### src/tcb_pkg.sv
// shared widths and types, 32-bit data with byte lanes and a 16-bit byte address
// the select field is read as a byte-enable mask or as a size, never both at once
package tcb_pkg;

  //////////////////////////////////////////////////////////////////////
  // widths
  //////////////////////////////////////////////////////////////////////

  // data bus
  localparam int unsigned DAT_W = 32;
  // byte lanes
  localparam int unsigned BEN_W = DAT_W / 8;
  // byte address
  localparam int unsigned ADR_W = 16;
  // byte offset inside one word
  localparam int unsigned OFF_W = $clog2(BEN_W);

  //////////////////////////////////////////////////////////////////////
  // request encodings
  //////////////////////////////////////////////////////////////////////

  // memory mode uses ben, reference mode uses siz
  typedef enum logic {
    TCB_MEMORY    = 1'b0,
    TCB_REFERENCE = 1'b1
  } tcb_mode_t;

  // reference view, siz is log2 of the byte count
  typedef struct packed {
    logic [BEN_W-3:0] pad;
    logic [1:0]       siz;
  } tcb_ref_sel_t;

  // one select word, two decodings
  typedef union packed {
    logic [BEN_W-1:0] ben;
    tcb_ref_sel_t     ref_sel;
  } tcb_sel_u;

  //////////////////////////////////////////////////////////////////////
  // transfers
  //////////////////////////////////////////////////////////////////////

  // client side request
  typedef struct packed {
    logic             wen;
    tcb_mode_t        mode;
    logic [ADR_W-1:0] adr;
    tcb_sel_u         sel;
    logic [DAT_W-1:0] wdt;
  } tcb_req_t;

  // memory side, word aligned address and lane aligned data
  typedef struct packed {
    logic             wen;
    logic [ADR_W-1:0] adr;
    logic [BEN_W-1:0] ben;
    logic [DAT_W-1:0] wdt;
  } tcb_mem_req_t;

  // response, sts always clear
  typedef struct packed {
    logic [DAT_W-1:0] rdt;
    logic             sts;
  } tcb_rsp_t;

endpackage

### src/tcb_req_gate.sv
// credit gate, req_rdy is high while credits remain
// credits come back only through crd pulses from the response buffer
`timescale 1ns/1ps

module tcb_req_gate #(
  parameter int unsigned DEPTH = 4
)(
  input  logic              tcb,
  input  logic              reset,
  input  logic              req_vld,
  input  tcb_pkg::tcb_req_t req,
  input  logic              crd,
  output logic              req_rdy,
  output logic              trn,
  output tcb_pkg::tcb_req_t trn_req
);

  // counter holds 0..DEPTH
  localparam int unsigned CW = $clog2(DEPTH + 1);

  logic [CW-1:0] cnt;

  //////////////////////////////////////////////////////////////////////
  // handshake
  //////////////////////////////////////////////////////////////////////

  // ready while at least one credit is left
  assign req_rdy = (cnt != '0);

  // transfer on valid and ready
  assign trn = req_vld & req_rdy;

  // accepted request goes on unchanged
  assign trn_req = req;

  //////////////////////////////////////////////////////////////////////
  // credit counter
  //////////////////////////////////////////////////////////////////////

  // spend on accept, refund on crd, both may coincide
  always_ff @(posedge tcb) begin
    if (reset) begin
      cnt <= CW'(DEPTH);
    end else begin
      case ({trn, crd})
        2'b10:   cnt <= cnt - 1'b1;
        2'b01:   cnt <= cnt + 1'b1;
        default: cnt <= cnt;
      endcase
    end
  end

  // count stays within the initial credit
  assert property (@(posedge tcb) disable iff (reset) cnt <= CW'(DEPTH))
    else $error("credit count above DEPTH: %0d", cnt);

  // buffer never refunds a credit that was not spent
  assert property (@(posedge tcb) disable iff (reset)
    (crd && !trn) |-> (cnt < CW'(DEPTH)))
    else $error("stray credit with full count");

endmodule

### config.mk
export PLATFORM = sky130hd
export DESIGN_NAME = tcb_req_gate
export DESIGN_NICKNAME = d
export VERILOG_FILES = /design/src/tcb_pkg.sv /design/src/tcb_req_gate.sv
export SDC_FILE = /design/constraint.sdc
export NUM_CORES = 1
export LEC_CHECK = 0
export ABC_CLOCK_PERIOD_IN_PS = 6730
export BUFFER_PORTS_ARGS = -buffer_cell sky130_fd_sc_hd__buf_4
export CAP_MARGIN = 20
export CORE_MARGIN = 2
export CORE_UTILIZATION = 27
export DETAILED_ROUTE_END_ITERATION = 10
export PLACE_DENSITY = 0.93
export SYNTH_ARGS = -nofsm -noshare
export SYNTH_HDL_FRONTEND = slang
export SYNTH_SLANG_ARGS = --single-unit
### constraint.sdc
create_clock -name tcb -period 6.73 [get_ports tcb]
set_clock_uncertainty 0.1 [all_clocks]
set_input_delay 1.346 -clock tcb [delete_from_list [all_inputs] [get_ports tcb]]
set_output_delay 1.346 -clock tcb [all_outputs]
set_load 0.03 [all_outputs]
Word-level counts from Yosys, hierarchy flattened
Index checks and enable logic that the tools add are counted.
- output and inout bits: 56
- bits in writable memories: 0
- input port bits: 58
- bits in latches: 0
- register bits after elaboration: 3
- memories: 0
- bits in read-only memories: 0
- logic and storage cells: 9
- bitwise operators: 1
- divide/modulo/power cells: 0
- reductions and logical operators: 2
- mux-type cells: 1
- $mul: 0
- eq/ne operators: 2
- shifts and indexed selects: 0
- magnitude comparators: 0
- add/subtract/negate cells: 2
- operators with widths (operator ; number):
    $pmux W3 S2 ; 1
    $add A3 B1 Y3 const B ; 1
    $reduce_bool A3 Y1 ; 1
    $sub A3 B1 Y3 const B ; 1
    $eq A2 B1 Y1 const B ; 1
    $eq A2 B2 Y1 const B ; 1
    $reduce_bool A2 Y1 ; 1
    $and A1 B1 Y1 ; 1

Longest topological paths before layout
- word-level depth: 4
- gate-level depth with buffers: 8
- mapped depth without buffers: 8

Worst setup path after synthesis
No wires, ideal clock.
- kind: input -> output
- from: input req_vld
- to: output trn
- data required time: 5.284 ns
- buffers on the path: 0
- stages on the path: 2
- slack: 3.679 ns
- arrival: 1.605 ns
- cell sequence: nand2_1 > inv_1
- cells in the longest elaborated chain, start to end: 1
- RTL lines (item ; RTL line ; text):
    from (decl) ; tcb_req_gate.sv:10 ; input logic req_vld,
    $and A1 B1 Y1 ; tcb_req_gate.sv:31 ; assign trn = req_vld & req_rdy;
    to (decl) ; tcb_req_gate.sv:14 ; output logic trn,
No other way between the ends.

Worst setup path in the final report
Ends and elaborated chain as after synthesis.

==> flow_summary.ini <==
[clocking]
htree_levels = 1
cts_buffer_depth = 2
cts_tree = done
cts_made_buffers = 3
worstSkewPairLatency_ns = 0.24
cts.clk_slew.worst_paths_ns = 0.04
postCtsHoldBufs = 0
post_cts_buffers = 0
ctsResizeCount = 0
clock-sinks = 3
cts-root-buf = clkbuf_4

[timing]
fmax_mhz = 315
fin_crit_sh = 0.472
slew_headroom = 0.886
fin_tns_setup_ns = 0
fin_crit_ns = 3.18
slew_viol_final = 0
worst_pin_slew_ns = 0.171
whs_ns = 0.451
hold_viol = 0
final-setup-viol-count = 0
rsz0062_at_grt = no

[final_layout]
reg_top3 = cnt: 3 flops
layoutNonFillerInstCount = 53
top_register = cnt
multi_input_area_um2 = 96.3
regArea_um2 = 60.1
fillerInstances = 234
antenna_cells = 0
area_growth_pct = -54.1
largest_reg_flops = 3
fin_nets = 87
layout-drive-gt1-share = 0.308

[power_and_ir_drop]
intPower_uw = 66.1
pwr-share-clk = 0.310
ir_drop_uv = 110
p_per_area_nw_per_um2 = 397
p_seq_frac = 0.294
pwr-share-comb = 0.397
switching_power_uw = 37.8
power_uw = 104
swShare = 0.364
p_leak_nw = 0.120

[floorplan]
die_h_um = 49.9
num_io_pins = 114
die_w_um = 49.9
start_util = 0.287
core_area_um2 = 1980
num_rows = 16
die-area_um2 = 2490

[critical_path]
crit_arrival_ns = 1.73
worst_setup_path_end_kind = primary output
required_ns = 5.28
critPathLaunchType = input pin
path_max_fanout = 2
crit_type = in2out

[logic_synthesis]
syn_avg_cell_area_um2 = 8.02
synth.top_cell.area_share = 0.712
yosys_warnings = 0
synth_seq_area_share = 0.105
yosysTopAreaCell = buf_4
syn_inst = 71
ys_types = 13
synthesis.area_um2 = 569
ys_ff_latch = 3
syn_nets = 131
ys_top_cells_by_area = buf_4 (71%), dfxtp_1 (11%), fa_1 (3.5%)

[global_routing]
antenna_found_initial = 0
grt_use_total = 0.0562
grt_pass1_vias = 234
grt_pass1_wl_mm = 1.01
grt_remaining_overflow = 0
grt_max_degree = 5

[route]
via_count = 199
drtAntennaViolNets = 0
drt_wl_total_um = 679
drtPass1Iterations = 2
drc = 0
wl_per_cell_um = 12.8
vias_per_cell = 3.75
first_iter_violations = 1

[place]
gp_congestion = 0.559
io_buffers = 5
dp.cells = 49
hpwlAfterDp_um = 535

[worst_hold_path]
hold_class = reg2reg

[outcome]
status = finished, final reports clean

[flow_run]
max_cap_viol_count = 0
cells in the mapped netlist, drive strengths merged:
| master | number |
|---|---|
| o21ai | 1 |
| mux2i | 1 |
| inv | 2 |
| or3 | 1 |
| nor2 | 2 |
| buf | 54 |
| fa | 1 |
| nand2 | 1 |
| nor3 | 1 |
| xor2 | 2 |
| or3b | 1 |
| dfxtp | 3 |
| ha | 1 |
critical path: stages:
cell,delay [ns]
buf_4,0.11
nand2_1,0.07
inv_1,0.05
buf_4,0.16
power by group through the flow:
stage	sequential (mW)	combinational [mW]	clock [mW]
finish	0.0305	0.0412	0.0322
global route	0.0312	0.0481	0.0332
CTS	0.0306	0.0424	0.0332
detailed placement	0.0308	0.0420	0
global placement	0.0298	0.0403	0
floorplan	0.0294	0.0902	0
through the flow:
stage          area, µm²  setup slack [ns]   util
2_1_floorplan        569              3.68      -
3_3_place_gp         235              3.55  0.119
3_5_place_dp         235              3.55  0.119
4_1_cts              262              3.55  0.132
5_1_grt              262              3.52  0.132
6_report             262              3.55  0.132
kinds of logic after synthesis:
family | share of synthesized area
DFF | 0.105
muxes | 0.0176
xor gates and xnor gates | 0.0308
AOI/OAI and AO/OA | 0.00878
and+or+nand+nor | 0.0549
adders and majority gates | 0.0571
buffers and inverters | 0.725
per-layer routing:
layer,up-vias,share of wire,track usage
li1,72,-,-
met4,0,0.15,0.134
met1,83,0.20,0.0293
met2,22,0.44,0.0778
met3,22,0.21,0.0273
met5,-,0,0
layout by cell type (no fill, tap or decap), drive strengths merged:
cell    instances
or3b            1
clkbuf          4
or3             1
ha              1
buf             5
mux2i           1
dfxtp           3
o21ai           1
xor2            2
nor3            1
inv             2
nand2           1
fa              1
nor2            2
final cells by class:
type,instances,area share
Clock buffer,4,0.100
Inverter,2,0.0287
Multi-Input combinational cell,12,0.368
Sequential cell,3,0.230
Tap cell,27,0.129
Timing Repair Buffer,5,0.144
worst paths after layout:
kind / from / to / slack [ns] / cells after the start
hold reg to reg: cnt[1] / cnt[1] / 0.45 / 2
hold / removal: cnt[1] / cnt[1] / 0.45 / 2
setup reg to reg: cnt[0] / cnt[2] / 4.43 / 8
setup / recovery: req_vld / trn / 3.55 / 4
Power figures use the tool's default switching activity.
