### src/tcb_pkg.sv
// shared widths and types, 32-bit data with byte lanes and a 16-bit byte address
// the select field is read as a byte-enable mask or as a size, never both at once
package tcb_pkg;

  //////////////////////////////////////////////////////////////////////
  // widths
  //////////////////////////////////////////////////////////////////////

  // data bus
  localparam int unsigned DAT_W = 32;
  // byte lanes
  localparam int unsigned BEN_W = DAT_W / 8;
  // byte address
  localparam int unsigned ADR_W = 16;
  // byte offset inside one word
  localparam int unsigned OFF_W = $clog2(BEN_W);

  //////////////////////////////////////////////////////////////////////
  // request encodings
  //////////////////////////////////////////////////////////////////////

  // memory mode uses ben, reference mode uses siz
  typedef enum logic {
    TCB_MEMORY    = 1'b0,
    TCB_REFERENCE = 1'b1
  } tcb_mode_t;

  // reference view, siz is log2 of the byte count
  typedef struct packed {
    logic [BEN_W-3:0] pad;
    logic [1:0]       siz;
  } tcb_ref_sel_t;

  // one select word, two decodings
  typedef union packed {
    logic [BEN_W-1:0] ben;
    tcb_ref_sel_t     ref_sel;
  } tcb_sel_u;

  //////////////////////////////////////////////////////////////////////
  // transfers
  //////////////////////////////////////////////////////////////////////

  // client side request
  typedef struct packed {
    logic             wen;
    tcb_mode_t        mode;
    logic [ADR_W-1:0] adr;
    tcb_sel_u         sel;
    logic [DAT_W-1:0] wdt;
  } tcb_req_t;

  // memory side, word aligned address and lane aligned data
  typedef struct packed {
    logic             wen;
    logic [ADR_W-1:0] adr;
    logic [BEN_W-1:0] ben;
    logic [DAT_W-1:0] wdt;
  } tcb_mem_req_t;

  // response, sts always clear
  typedef struct packed {
    logic [DAT_W-1:0] rdt;
    logic             sts;
  } tcb_rsp_t;

endpackage

### src/tcb_rsp_buffer.sv
// response FIFO of DEPTH entries, one crd pulse per pop
// never pushed while full, the credit loop in front guarantees that
`timescale 1ns/1ps

module tcb_rsp_buffer #(
  parameter int unsigned DEPTH = 4
)(
  input  logic              tcb,
  input  logic              reset,
  input  logic              push,
  input  tcb_pkg::tcb_rsp_t push_rsp,
  input  logic              rsp_rdy,
  output logic              rsp_vld,
  output tcb_pkg::tcb_rsp_t rsp,
  output logic              crd
);

  import tcb_pkg::*;

  // pointer and fill count widths
  localparam int unsigned PW = (DEPTH > 1) ? $clog2(DEPTH) : 1;
  localparam int unsigned CW = $clog2(DEPTH + 1);

  tcb_rsp_t      buf_mem [DEPTH];
  logic [PW-1:0] wr_ptr;
  logic [PW-1:0] rd_ptr;
  logic [CW-1:0] cnt;
  logic          pop;

  // circular increment
  function automatic logic [PW-1:0] nxt(input logic [PW-1:0] p);
    return (p == PW'(DEPTH - 1)) ? '0 : p + 1'b1;
  endfunction

  //////////////////////////////////////////////////////////////////////
  // storage
  //////////////////////////////////////////////////////////////////////

  always_ff @(posedge tcb) begin
    if (push) buf_mem[wr_ptr] <= push_rsp;
  end

  // head entry
  assign rsp     = buf_mem[rd_ptr];
  assign rsp_vld = (cnt != '0);
  assign pop     = rsp_vld & rsp_rdy;
  // freed slot goes back as a credit
  assign crd     = pop;

  //////////////////////////////////////////////////////////////////////
  // pointers and count
  //////////////////////////////////////////////////////////////////////

  always_ff @(posedge tcb) begin
    if (reset) begin
      wr_ptr <= '0;
      rd_ptr <= '0;
      cnt    <= '0;
    end else begin
      if (push) wr_ptr <= nxt(wr_ptr);
      if (pop)  rd_ptr <= nxt(rd_ptr);
      case ({push, pop})
        2'b10:   cnt <= cnt + 1'b1;
        2'b01:   cnt <= cnt - 1'b1;
        default: cnt <= cnt;
      endcase
    end
  end

  // credits keep the FIFO from overflowing
  assert property (@(posedge tcb) disable iff (reset) push |-> (cnt < CW'(DEPTH)))
    else $error("push into full response buffer, cnt=%0d", cnt);

endmodule

### config.mk
export PLATFORM = sky130hd
export DESIGN_NAME = tcb_rsp_buffer
export DESIGN_NICKNAME = d
export VERILOG_FILES = /design/src/tcb_pkg.sv /design/src/tcb_rsp_buffer.sv
export SDC_FILE = /design/constraint.sdc
export NUM_CORES = 1
export LEC_CHECK = 0
export ABC_AREA = 1
export BUFFER_PORTS_ARGS = -buffer_cell sky130_fd_sc_hd__buf_2
export CORE_MARGIN = 2
export CORE_UTILIZATION = 57
export CTS_CLUSTER_DIAMETER = 50
export DETAILED_ROUTE_END_ITERATION = 12
export PLACE_DENSITY = 0.79
export SKIP_LAST_GASP = 1
export SLEW_MARGIN = 10
export SYNTH_ARGS = -nofsm -noshare
export SYNTH_HDL_FRONTEND = slang
export SYNTH_SLANG_ARGS = --single-unit
### constraint.sdc
create_clock -name tcb -period 2.2 [get_ports tcb]
set_input_delay 0.44 -clock tcb [delete_from_list [all_inputs] [get_ports tcb]]
set_output_delay 0.44 -clock tcb [all_outputs]
set_load 0.01 [all_outputs]
# Word-level counts from Yosys, hierarchy flattened
# Memory sizes are Yosys's and may differ from the RTL's. A register that Yosys moved wholly into a read port is not among the register bits.
# Index checks and enable logic that the tools add are counted.
[totals] regBits=7 mem_bits_rw=132 memories=1
[classes] add_sub_neg=4 n_eq_ne=4 n_mux=7 n_bitwise=1 n_reduce_logical=2
[memory_table] name="buf_mem" depth=4 word_bits=33 rd=1 rd_clocked_by_memory_dff=1 write_ports=1 line_no="tcb_rsp_buffer.sv:24" source="tcb_rsp_t buf_mem [DEPTH];"
[ops] operator="2-bit 2-to-1 mux" count=4
[ops] operator="2-bit == test (second input constant)" count=3
[ops] operator="3-bit case mux with 2 select lines" count=1
[ops] operator="2-bit by 1-bit adder with 2-bit output (second input constant)" count=2
[ops] operator="3-bit by 1-bit adder with 3-bit output (second input constant)" count=1
[ops] operator="3-bit nonzero test" count=1
[ops] operator="3-bit by 1-bit subtractor with 3-bit output (second input constant)" count=1
[ops] operator="2-bit by 1-bit == test with 1-bit output (second input constant)" count=1
[ops] operator="1-bit 2-to-1 mux" count=2
[ops] operator="2-bit nonzero test" count=1
[ops] operator="1-bit AND" count=1

# Depth between registers and ports, before layout
[depth] ltp_word=4 ltp_mapped=12

# Worst setup path after synthesis
# No wires, ideal clock.
[synth_timing] path_type="reg2reg" from="reg cnt[0]" to="reg cnt[2]" t_arrival_ps=1674 required_ps=2090 path_slack_ps=417 path_stages_with_launch=13 synth_period_minus_slack_ps=1783 cell_sequence="dfxtp_1 > inv_1 > nand3_1 > and2_1 > ha_1 > inv_1 > fa_1 > inv_1 > nand2_1 > nand3_1 > nand2_1 > inv_1 > nor2_1"
[synth_via] elab_chain_cells=4 word_cells_on_any_way=8 cone_classes="add/sub: 2; eq/ne: 2; mux: 1; bitwise: 1; reduce/logical: 2"
[synth_lines] element="start: declaration" line_no="tcb_rsp_buffer.sv:27" source="logic [CW-1:0] cnt;"
[synth_lines] element="start signal: assignment" line_no="tcb_rsp_buffer.sv:63" source="2'b10: cnt <= cnt + 1'b1;"
[synth_lines] element="start signal: assignment" line_no="tcb_rsp_buffer.sv:64" source="2'b01: cnt <= cnt - 1'b1;"
[synth_lines] element="start signal: assignment" line_no="tcb_rsp_buffer.sv:65" source="default: cnt <= cnt;"
[synth_lines] element="3-bit nonzero test *" line_no="tcb_rsp_buffer.sv:45" source="assign rsp_vld = (cnt != '0);"
[synth_lines] element="net rsp_vld" line_no="tcb_rsp_buffer.sv:13" source="output logic rsp_vld,"
[synth_lines] element="1-bit AND *" line_no="tcb_rsp_buffer.sv:46" source="assign pop = rsp_vld & rsp_rdy;"
[synth_lines] element="net crd" line_no="tcb_rsp_buffer.sv:15" source="output logic crd"
[synth_lines] element="2-bit by 1-bit == test with 1-bit output or 2-bit == test (tied branches)" line_no="tcb_rsp_buffer.sv:62" source="case ({push, pop})"
[synth_lines] element="3-bit case mux with 2 select lines or 2-bit nonzero test (tied branches)"
# Mark *: on every way through the listed nets, which the timed path passes. The rest lies on a longest branch.
# A chain may end at the register's enable or synchronous reset.

==> metrics.txt <==
clock skew roughly 0.0062 ns; status completed; CTS root buf clkbuf_8; WS Path Type reg -> out; Worst-Margin Slew between 0.3 and 0.4 ns; clock-pin transition on the worst setup and hold timing paths ~0.06 ns; Final Power slightly below 8000 uW; Period minus WS final roughly 2.1 ns; DRT Pass-1 Iters 4; crit share post-route 0.955; Avg WL per Cell around 18 microns; Iter 0 DRT Violations around 230; placed inst area between 5000 and 6000 sq um; YS warnings 0; clock buffer depth 2; core area ~9200 sq um; CP Launch Type flip-flop; Worst Path Max Fanout 16; Worst slew margin 0.761; GPL Wtd Cong around 0.75; row count 35; MaxCap Viol Count 0; first-pass GRT wire length 16.0 mm; Mapped Area roughly 5400 sq um; largest net degree at the start of global routing 35; P_leak 0.00250 uW; CP required 1.76 ns; DIE HEIGHT 101 microns; fmax roughly 480 MHz; layout cell share with drive strength beyond 1 0.267; Die ar. slightly above 10000 sq um; Yosys cell types 22; Max Transition Viols Final 0; Residual DRC 0; post-layout instance area 6660 sq um; Final setup violation count 0; DP HPWL around 6.1 mm; starting density of the core 0.587; DR vias 3396; commonest cells after routing, fill and taps aside edfxtp_1, buf_2, nor2_1; worst min path class in -> reg; WL final about 11 mm; antenna violations before repair 0; area of the multi-input gates roughly 1000 sq um; Sequential Area ~4100 sq um; GRT overflow 0; PD cells 1170 nW/um^2; Fin. Hold Viols 0; syn_nets ~430; ANT nets after route 0; Crit. End Element output port; Clock Sinks approximately 140; unrepaired setup endpoints after global routing no; Worst Path Arrival approximately 1.7 ns; Post-Syn Area per Cell approximately 14 sq um; number of synthesized register bits 141; fin nets about 520; Syn Inst Count 382; ANT cells 0; register area share after synthesis 0.768; WHS Path Cells 2; Die X slightly above 100 microns; Area Overhead vs Synth 23.3%; I/O pins 72; CTS tree yes; Fillers slightly below 600; H-tree depth 4; R2R depth 12; Vias/cell 5.65; CTS Buf Count 17; port buffer count ~70; most common cell after layout, fill and taps aside edfxtp_1; VDD IR-drop max slightly below 900 uV; Skew-Pair Late Insertion Delay 0.51 ns; gr usage total 0.214; vias in the first global route around 3300
[layer usage]
layer | track usage | share of wire | vias to the layer above | routed length (microns)
li1 | - | - | 1609 | -
met1 | 0.255 | 0.39 | 1641 | 4260
met2 | 0.365 | 0.52 | 127 | 5720
met3 | 0.0697 | 0.065 | 19 | 713
met4 | 0.0821 | 0.018 | 0 | 201
met5 | 0 | 0 | - | 0
[worst paths after layout]
check                      start                      to  slack [ns]
max                    flip-flop                 rsp[28]         0.1
min                        reset  wr_ptr[0]$_SDFFE_PP0P_        0.09
max reg2reg  cnt[0]$_SDFFE_PP0P_     cnt[2]$_SDFFE_PP0P_        0.40
min reg2reg  cnt[2]$_SDFFE_PP0P_     cnt[2]$_SDFFE_PP0P_        0.55
[per-stage QoR]
step                 util  std cells  setup WS, ns  hold slack (ns)   TNS, ns
CTS                 0.710        592      -0.00237           0.0641  -0.00237
global route        0.724        601        0.0118           0.0754         0
global placement    0.637        560         0.496            0.507         0
finish              0.724        601        0.0980           0.0894         0
floorplan               -        382         0.417            0.483         0
detailed placement  0.637        560         0.400            0.535         0
[report_power, final]
part / total (uW) / switching, uW / internal, uW
combinational: 1650 / 988 / 659
clock: 3020 / 1060 / 1960
sequential: 3150 / 64.1 / 3090
[critical path, cell delays in order, from the launching register on]
cell and delay (ns):
dfxtp_4 0.41, inv_4 0.09, clkbuf_16 0.18, o21ai_0 0.19, o22ai_1 0.11, buf_2 0.16
[state kept, by name (all words and copies together), names as in the netlist, named ones only]
name,flops
buf_mem,132
cnt,3
rd_ptr,2
wr_ptr,2
[cell type report]
type                       count  area share
clock buffer                  19      0.0633
multi-input combinational    203       0.153
inverter                      18      0.0113
tap                          111      0.0209
sequential                   141       0.623
clock inverter                13      0.0321
timing repair buffer          96      0.0957
[kinds of logic after synthesis]
kind of cell | Yosys count | share of synthesized area
AO/OA/AOI/OAI | 108 | 0.108
flip-flops | 141 | 0.768
adder cells (fa/ha/maj) | 7 | 0.0176
buffers and inverters | 38 | 0.0431
AND/OR/NAND/NOR | 88 | 0.0637
[cells in the mapped netlist]
| cell type | number | area share |
|---|---|---|
| buf_2 | 7 | 0.0065 |
| nor2_1 | 70 | 0.049 |
| dfxtp_1 | 9 | 0.033 |
| o22ai_1 | 33 | 0.038 |
| nand3_1 | 4 | 0.0037 |
| inv_1 | 16 | 0.011 |
| inv_2 | 2 | 0.0014 |
| o21ai_1 | 18 | 0.017 |
| nand4_1 | 1 | 0.0012 |
| clkbuf_1 | 1 | 0.00069 |
| nor3_1 | 1 | 0.00093 |
| buf_6 | 9 | 0.019 |
| fa_1 | 1 | 0.0037 |
| clkbuf_2 | 2 | 0.0019 |
| o21ai_0 | 51 | 0.047 |
| or2_2 | 1 | 0.0012 |
| a21oi_1 | 6 | 0.0056 |
| nand2_1 | 10 | 0.0070 |
| edfxtp_1 | 132 | 0.73 |
| and2_1 | 1 | 0.0012 |
| ha_1 | 6 | 0.014 |
| buf_8 | 1 | 0.0028 |
[repair_timing]
item | CTS | global route
setup endpoints to repair | 27 | 13
hold buffers | 0 | 0
pin swaps | 0 | 3
setup buffers | 0 | 7
resized for setup | 10 | 9
cloned | 0 | 2
No activity file was read; power rests on OpenSTA's default activity.
