### config.mk
export PLATFORM = sky130hd
export DESIGN_NAME = tcb_ref2mem
export DESIGN_NICKNAME = d
export VERILOG_FILES = /design/src/tcb_pkg.sv /design/src/tcb_ref2mem.sv
export SDC_FILE = /design/constraint.sdc
export NUM_CORES = 1
export LEC_CHECK = 0
export BUFFER_PORTS_ARGS = -buffer_cell sky130_fd_sc_hd__buf_4
export CORE_MARGIN = 2
export CORE_UTILIZATION = 44
export DETAILED_ROUTE_END_ITERATION = 12
export PLACE_DENSITY_LB_ADDON = 0.15
export RECOVER_POWER = 50
export SETUP_SLACK_MARGIN = 0.4
export SLEW_MARGIN = 20
export SYNTH_ARGS = -nofsm -noshare
export SYNTH_HDL_FRONTEND = slang
export SYNTH_SLANG_ARGS = --single-unit
### constraint.sdc
create_clock -name tcb -period 3.4 [get_ports tcb]
set_clock_uncertainty 0.2 [all_clocks]
set_input_delay 0.68 -clock tcb [delete_from_list [all_inputs] [get_ports tcb]]
set_output_delay 0.68 -clock tcb [all_outputs]
set_load 0.1 [all_outputs]
### src/tcb_pkg.sv
// shared widths and types, 32-bit data with byte lanes and a 16-bit byte address
// the select field is read as a byte-enable mask or as a size, never both at once
package tcb_pkg;

  //////////////////////////////////////////////////////////////////////
  // widths
  //////////////////////////////////////////////////////////////////////

  // data bus
  localparam int unsigned DAT_W = 32;
  // byte lanes
  localparam int unsigned BEN_W = DAT_W / 8;
  // byte address
  localparam int unsigned ADR_W = 16;
  // byte offset inside one word
  localparam int unsigned OFF_W = $clog2(BEN_W);

  //////////////////////////////////////////////////////////////////////
  // request encodings
  //////////////////////////////////////////////////////////////////////

  // memory mode uses ben, reference mode uses siz
  typedef enum logic {
    TCB_MEMORY    = 1'b0,
    TCB_REFERENCE = 1'b1
  } tcb_mode_t;

  // reference view, siz is log2 of the byte count
  typedef struct packed {
    logic [BEN_W-3:0] pad;
    logic [1:0]       siz;
  } tcb_ref_sel_t;

  // one select word, two decodings
  typedef union packed {
    logic [BEN_W-1:0] ben;
    tcb_ref_sel_t     ref_sel;
  } tcb_sel_u;

  //////////////////////////////////////////////////////////////////////
  // transfers
  //////////////////////////////////////////////////////////////////////

  // client side request
  typedef struct packed {
    logic             wen;
    tcb_mode_t        mode;
    logic [ADR_W-1:0] adr;
    tcb_sel_u         sel;
    logic [DAT_W-1:0] wdt;
  } tcb_req_t;

  // memory side, word aligned address and lane aligned data
  typedef struct packed {
    logic             wen;
    logic [ADR_W-1:0] adr;
    logic [BEN_W-1:0] ben;
    logic [DAT_W-1:0] wdt;
  } tcb_mem_req_t;

  // response, sts always clear
  typedef struct packed {
    logic [DAT_W-1:0] rdt;
    logic             sts;
  } tcb_rsp_t;

endpackage

### src/tcb_ref2mem.sv
// reference to memory mode converter, fixed read latency DLY of at least 1
// reference transfers must stay inside one word
`timescale 1ns/1ps

module tcb_ref2mem #(
  parameter int unsigned DLY = 2
)(
  input  logic                  tcb,
  input  logic                  reset,
  input  logic                  trn,
  input  tcb_pkg::tcb_req_t     req,
  input  tcb_pkg::tcb_rsp_t     mem_rsp,
  input  logic                  mem_rsp_trn,
  output logic                  mem_trn,
  output tcb_pkg::tcb_mem_req_t mem_req,
  output tcb_pkg::tcb_rsp_t     rsp,
  output logic                  rsp_trn
);

  import tcb_pkg::*;

  // per request return info
  typedef struct packed {
    tcb_mode_t        mode;
    logic [OFF_W-1:0] off;
  } tag_t;

  logic [OFF_W-1:0] off;
  logic [BEN_W-1:0] siz_msk;
  tag_t             tag_q [DLY];
  logic [DLY-1:0]   vld_q;
  tag_t             ret;

  // byte rotation toward higher lanes
  function automatic logic [DAT_W-1:0] rot_up(input logic [DAT_W-1:0] d,
                                              input logic [OFF_W-1:0] o);
    return (d << (8 * o)) | (d >> (DAT_W - 8 * o));
  endfunction

  // byte rotation toward lane 0
  function automatic logic [DAT_W-1:0] rot_down(input logic [DAT_W-1:0] d,
                                                input logic [OFF_W-1:0] o);
    return (d >> (8 * o)) | (d << (DAT_W - 8 * o));
  endfunction

  //////////////////////////////////////////////////////////////////////
  // request path
  //////////////////////////////////////////////////////////////////////

  assign off = req.adr[OFF_W-1:0];

  // size to a mask of the low lanes
  always_comb begin
    siz_msk = '0;
    for (int b = 0; b < BEN_W; b++) begin
      if (b < (1 << req.sel.ref_sel.siz)) siz_msk[b] = 1'b1;
    end
  end

  assign mem_trn = trn;

  always_comb begin
    mem_req.wen = req.wen;
    if (req.mode == TCB_REFERENCE) begin
      // aligned word, lanes at the byte offset
      mem_req.adr = {req.adr[ADR_W-1:OFF_W], {OFF_W{1'b0}}};
      mem_req.ben = siz_msk << off;
      mem_req.wdt = rot_up(req.wdt, off);
    end else begin
      mem_req.adr = req.adr;
      mem_req.ben = req.sel.ben;
      mem_req.wdt = req.wdt;
    end
  end

  //////////////////////////////////////////////////////////////////////
  // return path
  //////////////////////////////////////////////////////////////////////

  // tag travels beside the memory pipeline
  always_ff @(posedge tcb) begin
    tag_q[0] <= '{mode: req.mode, off: off};
    for (int d = 1; d < DLY; d++) begin
      tag_q[d] <= tag_q[d-1];
    end
  end

  always_ff @(posedge tcb) begin
    if (reset) begin
      vld_q <= '0;
    end else begin
      vld_q[0] <= trn;
      for (int d = 1; d < DLY; d++) begin
        vld_q[d] <= vld_q[d-1];
      end
    end
  end

  assign ret     = tag_q[DLY-1];
  assign rsp_trn = mem_rsp_trn;

  // read data back to the low bytes
  always_comb begin
    rsp.sts = mem_rsp.sts;
    rsp.rdt = (ret.mode == TCB_REFERENCE) ? rot_down(mem_rsp.rdt, ret.off) : mem_rsp.rdt;
  end

  // reference transfer fits in one word
  assert property (@(posedge tcb) disable iff (reset)
    (trn && req.mode == TCB_REFERENCE) |->
      (int'(off) + (1 << req.sel.ref_sel.siz) <= BEN_W))
    else $error("reference transfer crosses word: adr=%h", req.adr);

  // memory mode address is aligned
  assert property (@(posedge tcb) disable iff (reset)
    (trn && req.mode == TCB_MEMORY) |-> (off == '0))
    else $error("unaligned memory mode address: adr=%h", req.adr);

  // memory returns in step with the local tag pipe
  assert property (@(posedge tcb) disable iff (reset) mem_rsp_trn == vld_q[DLY-1])
    else $error("memory response out of step with tag pipeline");

endmodule

* Word-level counts from Yosys, hierarchy flattened *
Memories as Yosys holds them, arrays and structs flattened.
Cells that the tools add are included.

storage, ports and cells
  register bits after elaboration = 0
  RAM bits = 6
  bits of input ports = 91
  output and inout port bits = 88
  word-level logic and storage cells = 21
  memories kept = 1

memory list
  name   depth  width  read ports  clocked after Yosys merged registers in  wr ports  RTL line           text
  tag_q  2      3      2           0                                        2         tcb_ref2mem.sv:30  tag_t tag_q [DLY];

cells by class
  add/subtract/negate cells = 2
  magnitude comparators = 4
  shifts and indexed selects = 6
  muxes and demuxes = 6
  bitwise gates (word level) = 2

operators with widths
  kind                                                                   number
  3-bit by 32-bit < comparator with 1-bit output (first input constant)  2
  32-bit bitwise OR                                                      2
  38-bit 2-to-1 mux                                                      1
  1-bit by 32-bit < comparator with 1-bit output (first input constant)  1
  2-bit by 32-bit < comparator with 1-bit output (first input constant)  1
  32-bit 2-to-1 mux                                                      1
  1-bit by 2-bit left shift with 32-bit output (first input constant)    1
  32-bit by 32-bit left shift with 32-bit output                         1
  32-bit by 5-bit left shift with 32-bit output                          1
  32-bit by 32-bit >> shifter with 32-bit output                         1
  32-bit by 5-bit >> shifter with 32-bit output                          1
  6-bit by 5-bit subtractor with 7-bit output (first input constant)     2
  1-bit 2-to-1 mux                                                       4
  4-bit by 2-bit left shift with 4-bit output                            1

* Depth between registers and ports, before layout *
Gate-level depths: netlist (run 1).

  depth in word-level cells = 5
  depth in mapped cells = 9
  depth with buffers taken out = 5

* Worst setup path before layout (run 1) *
Ideal clock, no wire load.

  path type = input -> output
  start point = in req[36] (netlist name)
  end point = out mem_req[17] (netlist name)
  arrival = 3754 ps
  required time = 2520 ps
  slack = -1234 ps
  stages on the path = 9
  buffers on the path = 4
  path through = buf_2 -> inv_1 -> clkbuf_1 -> ha_1 -> buf_4 -> buf_4 -> nor3b_1 -> o22ai_1 -> a31oi_1

RTL lines
  item         RTL line           text
  from (decl)  tcb_ref2mem.sv:11  input tcb_pkg::tcb_req_t req,
  to (decl)    tcb_ref2mem.sv:15  output tcb_pkg::tcb_mem_req_t mem_req,

==> reports/qor.csv, run 1 <==
stage,metric,value,unit
cts,CTS tree,built,
cts,hold-fix buffer count after cts,0,
floorplanning,initial core utilization,46.3,%
synthesis,Cells after Synth,368,
worst_setup_path,CP max stage delay,0.36,ns
layout,n_diodes,0,
timing,Final Setup Violations,0,
synthesis,share of the synthesized area in the top cell type,7.71,%
placement,number of I/O port buffers,141,
synthesis,Syn Nets,461,
timing,worst-margin pin slew,1.21,ns
cts,"CTS clk-pin slew, worst paths",0.04,ns
route,Met2 Routed Length,8.07,mm
route,Iter 0 DRT Violations,607,
worst_setup_path,Critical path origin,req[37],
grt,initial antenna violation count,0,
placement,post-place setup slack,0.158,ns
route,vias per cell,7.60,
timing,Tcrit/Tclk final,91.2,%
worst_setup_path,worst path required time,2.52,ns
worst_setup_path,Crit Path Class,input pin to primary output,
cts,cts bufs inserted,3,
timing,WHS,0.118,ns
timing,RSZ-0062 raised after global routing,yes,
worst_setup_path,r2r startpoint,tag_q[0][0],
cts,Worst-Skew Late Latency,0.23,ns
timing,Final min period,3.10,ns
route,DR pass1 iterations,5,
floorplanning,Die X,83.4,um
worst_setup_path,Bufs and invs on worst path,4,
route,met3 wire len,2.05,mm
route,final WL,17.3,mm
power,Leak,0.00222,uW
placement,placed cells,554,
timing,setup slack after layout,0.298,ns
run,MaxCap Viol Count,0,
power,total chip power,1930,uW
synthesis,YS warnings,0,
layout,layout cells sized above 1,67.5,%
power,power per cell area,349,nW/um^2
worst_setup_path,cell chain of the critical path,buf_8 -> buf_4 -> nor2b_1 -> buf_4 -> o21bai_1 -> mux2_2 -> buf_4,
floorplanning,Rows,28,
synthesis,Yosys reg bits,6,
timing,Slew HR,19.8,%
timing,Final Hold Vio Count,0,
grt,vias in the first global route,4056,
synthesis,Synth area leader,mux2_2,
cts,Clk Tree Root Cell,clkbuf_8,
route,DR DRC count,0,
layout,"Cell Count, Final, Fillers Out",574,
synthesis,Mean Syn Cell Area,7.54,sq um
timing,fmax,322,MHz
grt,GR Overflow Total,0,
route,met1 WL,5.78,mm
layout,largest registers,tag_q (6),
synthesis,Post-synth EDFFs,0,
timing,Total Neg Setup Slack,0,ns
grt,Total GRT Usage,37.6,%
synthesis,"top cells by area, synth","mux2_2, a22o_1, mux2i_1",
floorplanning,I/O Pins,179,
synthesis,Yosys cell types,42,
worst_setup_path,Crit Path Max Fanout,25,
worst_setup_path,Crit-path slowest cell,buf_4,
route,Routed Antenna Nets,0,
synthesis,top_reg_cell synth,dfxtp_1,
layout,"most common cell after layout, fill and taps aside",buf_4,
run_status,status,"complete, no violations",
placement,HPWL Detailed,8.18,mm
synthesis,synthesized cell area,2780,sq um
layout,max reg flops,6,
placement,GPL Wtd Cong,0.880,
layout,Area Overhead vs Synth,99.5,%
worst_setup_path,critical path's most frequent cell,buf_4,
worst_setup_path,crit end category,primary output,
route,WL/cell,30.2,um
layout,"commonest non-fill, non-tap cells in the layout","buf_4, buf_12, nand2_1, a21oi_1, clkbuf_2",
floorplanning,die span in y,83.4,um
worst_setup_path,critical path startpoint category,input pin,
cts,H-tree levels,1,
floorplanning,core area,5990,sq um
layout,layout net count,594,
cts,Sinks on Clock Net,6,
worst_setup_path,CP top delay family,buffers and inverters,
cts,CTS max path bufs,2,
min_path,hold_sp,tag_q[0][2],
min_path,Tightest Hold Check Type,flop to flop,
power,Max IR drop VDD,0.000303,V
worst_setup_path,Crit path arrival time,2.22,ns
layout,Largest Register,tag_q,
grt,pin count of the biggest net entering global routing,36,
timing,pins over their slew limit,0,
synthesis,ys async rst share,0,%
route,Top Metal Used,met4,
synthesis,sequential share of the synthesized area,4.33,%
layout,Filler cells,206,
grt,first-pass GRT wire length,21.5,mm
route,via count,4360,
floorplanning,Die ar.,6960,sq um
[per-stage QoR]
stage	util (%)	instance area, sq um
after CTS	88.0	5270
after global placement	80.0	4790
after global routing	92.4	5540
after detailed placement	80.0	4790
after floorplan	-	3810
final	92.4	5540
[repair_timing]
item | CTS | global route
gates cloned | 2 | 0
resized for setup | 76 | 52
setup buffers | 9 | 6
pin swaps | 18 | 7
setup endpoints to repair | 39 | 57
[report_power, final]
part	internal [uW]	switching [uW]
sequential	74.9	5.11
combinational	594	1150
clock	76.3	33.1
[metal layers]
metal	vias to the layer above	track usage (%)
met2	454	62.2
met4	0	16.9
met5	-	0
met1	2017	47.0
met3	168	7.55
li1	1721	-
[final timing paths]
kind	end	slack (ns)	cells after the start
max	mem_req[34]	0.30	7
min	tag_q[0][5]	0.12	0
max reg2reg	tag_q[0][3]	2.80	0
min reg2reg	tag_q[0][5]	0.12	0
[cells in the mapped netlist, types with 14 or more instances]
cell and instances:
nand2_1 29, a21oi_1 25, buf_4 25, a22o_1 24, mux2i_1 20, mux2_2 19
o2bb2ai_1 19, o21ai_0 18, a21o_1 16, a22oi_1 16, a32o_1 15, buf_2 14
[cells by family (layout without fill, tap and decap cells)]
| group | Yosys count | count (layout) | share of synthesized area (%) |
|---|---|---|---|
| compound gates | 182 | 182 | 49.2 |
| fa+ha+maj | 2 | 2 | 0.902 |
| mux | 47 | 47 | 19.3 |
| buf+inv | 66 | 197 | 14.1 |
| simple gates | 65 | 65 | 12.2 |
| flops | 6 | 6 | 4.33 |
[final cells by class]
cell class	count	area [sq um]	area share, %
Clock buffer	3	41.3	0.746
Multi-Input combinational cell	296	3370	61.0
Timing Repair Buffer	188	1870	33.8
Sequential cell	6	123	2.22
Inverter	6	33.8	0.610
Tap cell	75	93.8	1.70
No activity file was read; power rests on OpenSTA's default activity.
==> inputs of run 2 (changes only) <==
- CORE_MARGIN: 2 -> default
==> run 2 against run 1 <==
Effect of this change: critical path depth shrank 2; via count down 6.2%; first-iteration DRC count shrank 11%; cell count fell by 0.87%; design area decreased by 2.0%; routed wire length down 15%; flip-flop and latch count unchanged; sequential share of layout area hardly changed; maximum frequency down 2.0%; die area shrank 4.7%; combinational power is 3% lower; critical path type is now flop to primary output.
==> reports/qor.csv, run 2 (synthesis gave the netlist of run 1 again) <==
stage,metric,value,unit
run_status,status,"complete, no violations",
grt,Total GRT Usage,37.9,%
worst_setup_path,Crit path arrival time,2.28,ns
timing,WHS,0.137,ns
layout,layout net count,589,
layout,n_diodes,0,
layout,Area Overhead vs Synth,95.5,%
layout,post-layout util,90.6,%
placement,number of I/O port buffers,141,
floorplanning,Rows,28,
floorplanning,Die X,81.4,um
cts,Sinks on Clock Net,6,
power,Sequential Power Share,4.4,%
timing,RSZ-0062 raised after global routing,yes,
grt,GRT met1 Usage,47.0,%
power,Switch Pwr,1150,uW
worst_setup_path,R2R depth,0,
route,final WL,14.8,mm
grt,first-pass GRT wire length,19.3,mm
worst_setup_path,worst reg2reg setup slack,2.78,ns
timing,Final Setup Violations,0,
timing,fmax,316,MHz
route,via count,4089,
power,internal power,729,uW
layout,"most common cell after layout, fill and taps aside",buf_4,
floorplanning,Die ar.,6630,sq um
route,WL/cell,26.0,um
route,DR pass1 iterations,5,
route,Iter 0 DRT Violations,538,
grt,pin count of the biggest net entering global routing,52,
layout,layout cells sized above 1,66.4,%
worst_setup_path,Crit-path slowest cell,clkbuf_4,
min_path,WHS Path Cells,0,
timing,worst-margin pin slew,1.19,ns
cts,CTS max path bufs,2,
route,Routed Antenna Nets,0,
worst_setup_path,Critical path origin,tag_q[0][3],
placement,placed cells,553,
cts,Worst-Skew Late Latency,0.23,ns
timing,Total Neg Setup Slack,0,ns
power,Clock Power Share,6.0,%
layout,"Cell Count, Final, Fillers Out",569,
timing,Slew HR,21.1,%
worst_setup_path,RR Endpoint,tag_q[0][3],
worst_setup_path,crit end category,primary output,
layout,max reg flops,6,
timing,Final Hold Vio Count,0,
min_path,Tightest Hold Check Type,flop to flop,
run,MaxCap Viol Count,0,
placement,GPL Wtd Cong,0.828,
worst_setup_path,Crit Path Max Fanout,51,
layout,Largest Register,tag_q,
cts,H-tree levels,1,
worst_setup_path,critical path startpoint category,flop,
worst_setup_path,Crit Path Class,flop to primary output,
layout,Filler cells,243,
power,power per cell area,346,nW/um^2
grt,met2 Usage GRT,63.4,%
floorplanning,core area,5990,sq um
grt,GR Overflow Total,0,
grt,initial antenna violation count,0,
grt,met3 Usage GRT,5.44,%
cts,"CTS clk-pin slew, worst paths",0.04,ns
floorplanning,initial core utilization,46.3,%
layout,"commonest non-fill, non-tap cells in the layout","buf_4, nand2_1, buf_12, a21oi_1, mux2_2",
power,Max IR drop VDD,0.000283,V
placement,Post-DP Area,4770,sq um
floorplanning,I/O Pins,179,
grt,vias in the first global route,3738,
cts,Clk Tree Root Cell,clkbuf_8,
min_path,hold_sp,tag_q[0][1],
placement,HPWL Detailed,7.95,mm
cts,cts bufs inserted,3,
cts,CTS tree,built,
timing,Final min period,3.16,ns
worst_setup_path,worst path required time,2.52,ns
floorplanning,die span in y,81.4,um
layout,post-route cell area,5430,sq um
layout,largest registers,tag_q (6),
power,Comb power frac,89.6,%
worst_setup_path,CP max stage delay,0.62,ns
worst_setup_path,cell chain of the critical path,clkbuf_4 -> mux2_2 -> a32o_1 -> o22a_2 -> buf_2,
worst_setup_path,r2r startpoint,tag_q[0][0],
route,vias per cell,7.19,
power,Net Sw Frac,61.2,%
timing,pins over their slew limit,0,
min_path,Hold Path End,tag_q[0][4],
timing,Tcrit/Tclk final,93.1,%
route,DR DRC count,0,
grt,Most Crowded Layer GR,met2,
power,Leak,0.00217,uW
[run 2: worst max-delay path: cells and delay by family, from the launching register on]
family          cells  cell delay [ns]
compound gates      2             0.41
buf+inv             2             0.91
flops               1             0.32
mux                 1             0.41
[run 2: power groups by stage]
stage	logic, uW	clock network [uW]	registers (uW)
after CTS	1570	111	81.2
after floorplan	1270	0	76.9
after detailed placement	1470	0	81.9
after global routing	1720	121	82.6
final	1680	113	82.2
after global placement	1450	0	81.5
[run 2: final cells by class]
cell class	count	area (sq um)	area share [%]
Timing Repair Buffer	183	1810	33.3
Tap cell	75	93.8	1.73
Clock buffer	3	41.3	0.761
Multi-Input combinational cell	296	3330	61.3
Sequential cell	6	123	2.26
Inverter	6	33.8	0.623
[run 2: metrics by stage]
stage                     setup WS, ns  power (uW)
final                            0.235        1880
after global routing             0.151        1930
after CTS                        0.339        1760
after detailed placement         0.159        1550
after global placement           0.170        1540
after floorplan                  0.109        1350
[run 2: worst max-delay path by stage]
stage | slack, ns | end
floorplan | 0.11 | mem_req[33]
global placement | 0.17 | mem_req[7]
detailed placement | 0.16 | mem_req[7]
CTS | 0.34 | mem_req[0]
global route | 0.15 | rsp[5]
finish | 0.24 | rsp[24]
[run 2: layer usage]
metal  part of all wire, %  routed length (um)  vias to the layer above
li1                      -                   -                     1708
met3                   9.0                1340                       99
met2                    48                7120                      360
met5                     0                   0                        -
met1                    37                5440                     1922
met4                   6.1                 898                        0
[run 2: what timing repair did]
item	4_1_cts	5_1_grt
hold buffers	0	0
gates cloned	1	0
resized for setup	72	52
buffers inserted	5	7
setup endpoints to repair	49	63
pin swaps	10	7
